===== src/design/alu_consts.svh =====
`ifndef ALU_CONSTS_SVH
`define ALU_CONSTS_SVH

// data word width, fixed by the RV32 ISA
`define ALU_XLEN 32

// shift amount taken from the low bits of operand b
`define ALU_SHAMT_W 5

// one quotient bit per divider step
`define ALU_DIV_STEPS `ALU_XLEN

`endif

===== src/design/alu_pkg.sv =====
`include "alu_consts.svh"

package alu_pkg;

    typedef logic [`ALU_XLEN-1:0] word_t;

    // bit 4 marks the M extension, bit 3 the divide group within it
    typedef enum logic [4:0] {
        ADD    = 5'h00,
        SUB    = 5'h01,
        AND    = 5'h02,
        OR     = 5'h03,
        XOR    = 5'h04,
        SLL    = 5'h05,
        SRL    = 5'h06,
        SRA    = 5'h07,
        SLT    = 5'h08,
        SLTU   = 5'h09,
        // multiplies
        MUL    = 5'h10,
        MULH   = 5'h11,
        MULHSU = 5'h12,
        MULHU  = 5'h13,
        // divides and remainders
        DIV    = 5'h18,
        DIVU   = 5'h19,
        REM    = 5'h1a,
        REMU   = 5'h1b
    } alu_op_e;

    // divider sequencing
    typedef enum logic [1:0] {
        DIV_IDLE,
        DIV_RUN,
        DIV_DONE
    } div_state_e;

endpackage


===== src/design/div_if.sv =====
interface div_if;
    import alu_pkg::*;

    // request, held by the requester until done
    logic  start;
    word_t dividend;
    word_t divisor;
    logic  is_signed;
    logic  want_rem;

    // response, result only meaningful while done is high
    word_t result;
    logic  done;

    modport requester (
        output start, dividend, divisor, is_signed, want_rem,
        input  result, done
    );

    modport divider (
        input  start, dividend, divisor, is_signed, want_rem,
        output result, done
    );

endinterface


===== src/design/alu_top.sv =====
`include "alu_consts.svh"

module alu_top (
    input  logic             clk,
    input  logic             rst_n,
    input  alu_pkg::alu_op_e op_i,
    input  alu_pkg::word_t   a_i,
    input  alu_pkg::word_t   b_i,
    output alu_pkg::word_t   result_o,
    output logic             flag_n_o,
    output logic             flag_z_o,
    output logic             flag_c_o,
    output logic             flag_v_o,
    output logic             ready_o
);
    import alu_pkg::*;

    logic                    sub_sel;
    logic                    div_req;
    word_t                   add_b;
    word_t                   sum;
    word_t                   prod;
    logic [`ALU_SHAMT_W-1:0] shamt;
    logic                    slt;
    logic                    sltu;

    div_if div_bus ();

    ////////////////////////////////////////////////////////////
    // decode
    ////////////////////////////////////////////////////////////

    // compares run through the adder as a subtract
    assign sub_sel = op_i inside {SUB, SLT, SLTU};
    assign div_req = op_i inside {DIV, DIVU, REM, REMU};

    assign add_b = sub_sel ? ~b_i : b_i;

    ks_adder u_adder (
        .a_i   (a_i),
        .b_i   (add_b),
        .cin_i (sub_sel),
        .sum_o (sum),
        .n_o   (flag_n_o),
        .z_o   (flag_z_o),
        .c_o   (flag_c_o),
        .v_o   (flag_v_o)
    );

    mul_unit u_mul (
        .a_i    (a_i),
        .b_i    (b_i),
        .op_i   (op_i),
        .prod_o (prod)
    );

    // divide request stays up as long as the operation is held
    assign div_bus.start     = div_req;
    assign div_bus.dividend  = a_i;
    assign div_bus.divisor   = b_i;
    assign div_bus.is_signed = op_i inside {DIV, REM};
    assign div_bus.want_rem  = op_i inside {REM, REMU};

    div_unit u_div (
        .clk   (clk),
        .rst_n (rst_n),
        .div   (div_bus.divider)
    );

    ////////////////////////////////////////////////////////////
    // shift, compare and result select
    ////////////////////////////////////////////////////////////

    assign shamt = b_i[`ALU_SHAMT_W-1:0];

    // signed less-than from n and v, unsigned from borrow
    assign slt  = flag_n_o ^ flag_v_o;
    assign sltu = ~flag_c_o;

    always_comb begin
        case (op_i)
            ADD, SUB:                 result_o = sum;
            AND:                      result_o = a_i & b_i;
            OR:                       result_o = a_i | b_i;
            XOR:                      result_o = a_i ^ b_i;
            SLL:                      result_o = a_i << shamt;
            SRL:                      result_o = a_i >> shamt;
            SRA:                      result_o = word_t'($signed(a_i) >>> shamt);
            SLT:                      result_o = {{(`ALU_XLEN-1){1'b0}}, slt};
            SLTU:                     result_o = {{(`ALU_XLEN-1){1'b0}}, sltu};
            MUL, MULH, MULHSU, MULHU: result_o = prod;
            DIV, DIVU, REM, REMU:     result_o = div_bus.result;
            default:                  result_o = '0;
        endcase
    end

    // only divides take more than one cycle
    assign ready_o = div_req ? div_bus.done : 1'b1;

endmodule


===== src/design/div_unit.sv =====
`include "alu_consts.svh"

module div_unit (
    input  logic   clk,
    input  logic   rst_n,
    div_if.divider div
);
    import alu_pkg::*;

    div_state_e state_q;
    div_state_e state_d;

    // one-hot pointer to the quotient bit being resolved
    logic [`ALU_DIV_STEPS-1:0] mask_q;

    word_t rem_q;
    word_t quot_q;
    word_t dvd_q;
    word_t divisor_q;
    logic  neg_quot_q;
    logic  neg_rem_q;
    logic  want_rem_q;

    word_t              dividend_abs;
    word_t              divisor_abs;
    logic               neg_quot;
    logic               neg_rem;
    logic [`ALU_XLEN:0] trial;
    logic               fits;
    word_t              rem_step;
    word_t              quot_fix;
    word_t              rem_fix;

    ////////////////////////////////////////////////////////////
    // operand preparation
    ////////////////////////////////////////////////////////////

    // magnitudes for signed divides, -2^31 maps to 2^31 unsigned
    assign dividend_abs = (div.is_signed && div.dividend[`ALU_XLEN-1]) ?
                          -div.dividend : div.dividend;
    assign divisor_abs  = (div.is_signed && div.divisor[`ALU_XLEN-1]) ?
                          -div.divisor : div.divisor;

    // quotient keeps all ones on divide by zero
    assign neg_quot = div.is_signed & (|div.divisor) &
                      (div.dividend[`ALU_XLEN-1] ^ div.divisor[`ALU_XLEN-1]);

    // remainder takes the sign of the dividend
    assign neg_rem  = div.is_signed & div.dividend[`ALU_XLEN-1];

    ////////////////////////////////////////////////////////////
    // restoring step
    ////////////////////////////////////////////////////////////

    // partial remainder with the next dividend bit shifted in
    assign trial = {rem_q, dvd_q[`ALU_XLEN-1]};
    assign fits  = trial >= {1'b0, divisor_q};

    // result of a fitting subtract is below the divisor, so 32 bits suffice
    assign rem_step = fits ? (trial[`ALU_XLEN-1:0] - divisor_q) : trial[`ALU_XLEN-1:0];

    ////////////////////////////////////////////////////////////
    // FSM
    ////////////////////////////////////////////////////////////

    always_comb begin
        state_d = state_q;
        case (state_q)
            DIV_IDLE: begin
                if (div.start) begin
                    state_d = DIV_RUN;
                end
            end
            DIV_RUN: begin
                // last quotient bit resolved this cycle
                if (mask_q[0]) begin
                    state_d = DIV_DONE;
                end
            end
            DIV_DONE: begin
                state_d = DIV_IDLE;
            end
            default: begin
                state_d = DIV_IDLE;
            end
        endcase
    end

    always_ff @(posedge clk or negedge rst_n) begin
        if (!rst_n) begin
            state_q <= DIV_IDLE;
            mask_q  <= '0;
        end else begin
            state_q <= state_d;
            if (state_q == DIV_IDLE) begin
                mask_q <= {1'b1, {(`ALU_DIV_STEPS-1){1'b0}}};
            end else if (state_q == DIV_RUN) begin
                mask_q <= mask_q >> 1;
            end
        end
    end

    // datapath, loaded while idle and stepped while running
    always_ff @(posedge clk) begin
        if (state_q == DIV_IDLE) begin
            rem_q      <= '0;
            quot_q     <= '0;
            dvd_q      <= dividend_abs;
            divisor_q  <= divisor_abs;
            neg_quot_q <= neg_quot;
            neg_rem_q  <= neg_rem;
            want_rem_q <= div.want_rem;
        end else if (state_q == DIV_RUN) begin
            rem_q <= rem_step;
            dvd_q <= dvd_q << 1;
            if (fits) begin
                quot_q <= quot_q | mask_q;
            end
        end
    end

    ////////////////////////////////////////////////////////////
    // sign correction and response
    ////////////////////////////////////////////////////////////

    assign quot_fix = neg_quot_q ? -quot_q : quot_q;
    assign rem_fix  = neg_rem_q ? -rem_q : rem_q;

    assign div.result = want_rem_q ? rem_fix : quot_fix;
    assign div.done   = (state_q == DIV_DONE);

endmodule


===== src/design/mul_unit.sv =====
`include "alu_consts.svh"

module mul_unit (
    input  alu_pkg::word_t   a_i,
    input  alu_pkg::word_t   b_i,
    input  alu_pkg::alu_op_e op_i,
    output alu_pkg::word_t   prod_o
);
    import alu_pkg::*;

    logic                          a_sign;
    logic                          b_sign;
    logic signed [`ALU_XLEN:0]     a_ext;
    logic signed [`ALU_XLEN:0]     b_ext;
    logic signed [2*`ALU_XLEN+1:0] prod_full;

    // a is unsigned only for mulhu, b for mulhsu and mulhu
    assign a_sign = (op_i != MULHU) & a_i[`ALU_XLEN-1];
    assign b_sign = (op_i inside {MUL, MULH}) & b_i[`ALU_XLEN-1];

    assign a_ext = {a_sign, a_i};
    assign b_ext = {b_sign, b_i};

    // 33x33 signed, both extensions covered by one multiplier
    assign prod_full = a_ext * b_ext;

    always_comb begin
        case (op_i)
            MUL:                 prod_o = prod_full[`ALU_XLEN-1:0];
            MULH, MULHSU, MULHU: prod_o = prod_full[2*`ALU_XLEN-1:`ALU_XLEN];
            default:             prod_o = '0;
        endcase
    end

endmodule


===== src/design/ks_adder.sv =====
`include "alu_consts.svh"

module ks_adder (
    input  alu_pkg::word_t a_i,
    input  alu_pkg::word_t b_i,
    input  logic           cin_i,
    output alu_pkg::word_t sum_o,
    output logic           n_o,
    output logic           z_o,
    output logic           c_o,
    output logic           v_o
);
    import alu_pkg::*;

    word_t p_bit;
    word_t carry_in;

    // group generate and propagate, one entry per prefix stage
    word_t gen  [0:$clog2(`ALU_XLEN)];
    word_t prop [0:$clog2(`ALU_XLEN)-1];

    assign p_bit = a_i ^ b_i;

    // carry-in folded into the bit 0 generate
    assign gen[0]  = (a_i & b_i) | {{(`ALU_XLEN-1){1'b0}}, p_bit[0] & cin_i};
    assign prop[0] = p_bit;

    ////////////////////////////////////////////////////////////
    // prefix tree, spans 1, 2, 4, 8, 16
    ////////////////////////////////////////////////////////////

    for (genvar s = 0; s < $clog2(`ALU_XLEN); s++) begin : g_stage
        for (genvar i = 0; i < `ALU_XLEN; i++) begin : g_bit
            if (i >= (1 << s)) begin : g_cell
                // combine with the group one span below
                assign gen[s+1][i] = gen[s][i] | (prop[s][i] & gen[s][i-(1<<s)]);
                if (s < $clog2(`ALU_XLEN) - 1) begin : g_prop
                    assign prop[s+1][i] = prop[s][i] & prop[s][i-(1<<s)];
                end
            end else begin : g_pass
                // group already reaches bit 0
                assign gen[s+1][i] = gen[s][i];
                if (s < $clog2(`ALU_XLEN) - 1) begin : g_prop
                    assign prop[s+1][i] = prop[s][i];
                end
            end
        end
    end

    ////////////////////////////////////////////////////////////
    // sum and flags
    ////////////////////////////////////////////////////////////

    // carry into bit i is the group generate of bits i-1 down to 0
    assign carry_in = {gen[$clog2(`ALU_XLEN)][`ALU_XLEN-2:0], cin_i};
    assign sum_o    = p_bit ^ carry_in;

    assign n_o = sum_o[`ALU_XLEN-1];
    assign z_o = (sum_o == '0);
    assign c_o = gen[$clog2(`ALU_XLEN)][`ALU_XLEN-1];

    // carry out of the msb differs from carry into it
    assign v_o = gen[$clog2(`ALU_XLEN)][`ALU_XLEN-1] ^ carry_in[`ALU_XLEN-1];

endmodule


===== config.mk =====
export PLATFORM = sky130hd
export DESIGN_NAME = alu_top
export DESIGN_NICKNAME = d
export VERILOG_FILES = /design/src/design/alu_pkg.sv /design/src/design/div_if.sv /design/src/design/alu_top.sv /design/src/design/div_unit.sv /design/src/design/mul_unit.sv /design/src/design/ks_adder.sv
export VERILOG_INCLUDE_DIRS = /design/src /design/src/design
export SDC_FILE = /design/constraint.sdc
export NUM_CORES = 2
export LEC_CHECK = 0
export BUFFER_PORTS_ARGS = -buffer_cell sky130_fd_sc_hd__buf_2
export CAP_MARGIN = 20
export CORE_ASPECT_RATIO = 1.4
export CORE_MARGIN = 2
export CORE_UTILIZATION = 45
export DETAILED_ROUTE_END_ITERATION = 10
export PLACE_DENSITY_LB_ADDON = 0.3
export SETUP_SLACK_MARGIN = 0.1
export SYNTH_ARGS = -nofsm -noshare
export SYNTH_HDL_FRONTEND = slang
export SYNTH_SLANG_ARGS = --single-unit

===== constraint.sdc =====
create_clock -name clk -period 24.4 [get_ports clk]
set_clock_uncertainty 0.05 [all_clocks]
set_input_delay 2.44 -clock clk [delete_from_list [all_inputs] [get_ports clk]]
set_output_delay 2.44 -clock clk [all_outputs]
set_load 0.02 [all_outputs]

==> results by group <==
Logic synthesis
  • Syn Area/Cell: 8.55 µm²
  • Syn_nets: 8052
  • Synthesized area: 0.0556 mm²
  • Biggest area consumer among synthesized cells: fa_1
  • Post-synth EDFFs: 67
  • Post-Syn Instances: 6510
  • Area contributors post-synth: fa_1 (41%), inv_1 (8.3%), ha_1 (7.7%)
  • Synth warnings: 0
  • Ys flop type: edfxtp_1
  • Synth cell types: 87
  • Yosys top cell area share: 40.5%
  • Sequential share of the synthesized area: 7.45%
  • Ys async rst share: 20.6%
  • Synthesis-stage register bit count: 165

Timing
  • Max Slew Vio Count: 0
  • Final worst-path cycle share: 64.4%
  • RSZ-0062 raised after global routing: false
  • Headroom to the max-slew limit: 13.5%
  • Setup tns final: 0 ns
  • Fin crit period: 15.72 ns
  • Final hold violation count: 0
  • Final setup fails: 0
  • Fmax: 63.6 MHz
  • Worst slew pin tran: 1.30 ns

Routing
  • Vias per Instance: 6.11
  • WL met1: 82.0 mm
  • # DRC: 0
  • Drt wl/cell: 30.0 µm
  • Met3 Routed Length: 23.9 mm
  • Detail Route Antenna Nets: 0
  • Total number of vias: 49159
  • Met2 WL: 110 mm
  • Post-Route WL: 241 mm
  • DR iter-0 viols: 4764
  • Max layer used: met5
  • Drt pass-1 iters: 6

Placement
  • RePlAce Congestion: 1.12
  • Port Buffers: 107
  • Detailed-placement wirelength estimate: 185 mm

Worst setup path
  • Worst flop-to-flop path startpoint: u_div.divisor_q[1]$_DFFE_PP_
  • Slowest CP cell: nor2_1
  • R2R Path End: u_div.quot_q[31]$_SDFFE_PP0P_
  • Crit. End Element: output pin
  • Worst reg2reg setup slack: 20.57 ns
  • Most frequent CP cell: fa_1
  • Worst Path Class, Setup: input pin to output pin
  • Peak fanout along the critical path: 20
  • R2R cell count: 15
  • Crit start category: input pin
  • CP max stage delay: 0.84 ns
  • Setup crit start: op_i[2]
  • CP Data Arrival Time: 13.23 ns
  • Critical Path RT: 21.91 ns

Floorplan
  • Die height: 420 µm
  • I/O Pins: 108
  • Die area: 0.127 mm²
  • Core area: 0.123 mm²
  • Initial Util: 45.4%
  • Die width: 301 µm
  • # rows: 152

Clock tree
  • CTS Buf Count: 25
  • CTS tree: done
  • Clk_lat worst skew: 0.52 ns
  • Post-CTS setup buffer count: 0
  • Clk pin slew, worst setup/hold paths: 0.06 ns
  • CTS Hold Bufs: 0
  • Post-cts sizing count: 0
  • Clock sinks: 165
  • H-tree levels: 4
  • CTS Buffer Depth: 3
  • CTS root buffer: clkbuf_16

Min path
  • Min-delay src: u_div.quot_q[31]$_SDFFE_PP0P_
  • Hold Path Cell Cnt: 1
  • Worst Hold Class: register to register
  • Hold EP: u_div.quot_q[31]$_SDFFE_PP0P_

Final layout
  • Nets: 7957
  • Layout cells sized above 1: 6.42%
  • Area Growth Syn to Fin: 5.68%
  • Register area: 0.00415 mm²
  • Multi-input logic area: 0.0453 mm²
  • Fill cells: 11983

Global routing
  • Total Routing Usage GR: 38.9%
  • Number of antenna violations at the first check in global routing: 26
  • Vias in the first global route: 51444
  • Largest net degree at the start of global routing: 95
  • First-pass GRT wire length: 351 mm
  • Grt ovf: 0

Status
  • Status: finished clean

Run
  • Maxcap violations: 0
worst max path at each step:
stage,end,cells after the start
after floorplan,result_o[29],30
after detailed placement,result_o[26],29
after global routing,result_o[26],30
final,result_o[26],30
after CTS,result_o[26],29
after global placement,result_o[26],29
Yosys cell counts (all sizes together), types with 22 or more instances:
cell	n
or3	32
xor2	69
inv	1237
nor4	30
clkbuf	291
buf	107
a31oi	29
fa	1127
dfrtp	34
and3	27
ha	344
a21oi	188
nor2	542
nand3	61
nand4	23
o211ai	32
xnor2	186
nor3	80
edfxtp	67
dfxtp	64
nand2	980
a21o	53
o21bai	22
a22o	66
o221ai	24
mux4	50
o21a	22
o31ai	43
mux2i	78
o21ai	250
a211oi	31
worst max-delay path, delay by kind of cell:
family | cells | cell delay [ns]
simple gates | 10 | 3.32
fa+ha+maj | 9 | 4.85
buf+inv | 8 | 1.57
compound gates | 3 | 1.00
stage by stage:
stage                     cells  setup WS (ns)  utilization, %  area, µm²  hold slack, ns
after floorplan            6510          10.87               -      55600           0.422
after global placement     8000           8.85            47.3      58000           0.442
after detailed placement   8000           8.81            47.3      58000           0.443
after CTS                  8033           8.81            47.9      58700           0.462
after global routing       8039           8.46            47.9      58800           0.489
final                      8048           8.68            47.9      58800           0.464
final cells by class:
class | count | share of cell area (%)
Inverter | 1256 | 8.02
Multi-Input combinational cell | 4691 | 77.1
Antenna cell | 10 | 0.0426
Clock inverter | 6 | 0.0958
Clock buffer | 27 | 1.09
Tap cell | 1617 | 3.44
Timing Repair Buffer | 276 | 3.15
Sequential cell | 165 | 7.05
placed cells by master, fill, tap and decap left out, types with 64 or more instances in the layout:
master	n
fa_1	1127
buf_4	165
xor2_1	69
nor3_1	76
a22o_1	66
ha_1	344
xnor2_1	185
dfxtp_1	64
mux2i_1	78
edfxtp_1	67
nor2_1	540
o21ai_0	246
a21oi_1	187
inv_1	1227
buf_2	104
nand2_1	980
cells by family after synthesis:
| group | Yosys count | share of synthesized area (%) |
|---|---|---|
| XOR/XNOR | 255 | 4.01 |
| buffers and inverters | 1654 | 11.2 |
| adder cells (fa/ha/maj) | 1471 | 48.3 |
| AO/OA/AOI/OAI | 946 | 11.3 |
| AND/OR/NAND/NOR | 1885 | 14.2 |
| flip-flops | 165 | 7.45 |
| multiplexers | 134 | 3.55 |
flip-flops by register name, indices dropped and copies added (netlist names), 2 cells and up:
signal,cells
u_div.divisor_q,32
u_div.dvd_q,32
u_div.mask_q,32
u_div.quot_q,32
u_div.rem_q,32
u_div.state_q,2
per-layer routing:
| metal | global-route usage [%] | vias to the layer above |
|---|---|---|
| li1 | - | 20279 |
| met5 | 0 | - |
| met2 | 61.7 | 2841 |
| met1 | 43.7 | 25048 |
| met3 | 9.74 | 963 |
| met4 | 33.3 | 28 |
Power is left out: the tool's default activity adds up to more than one toggle a clock period on the data nets, which glitch-free logic cannot reach.
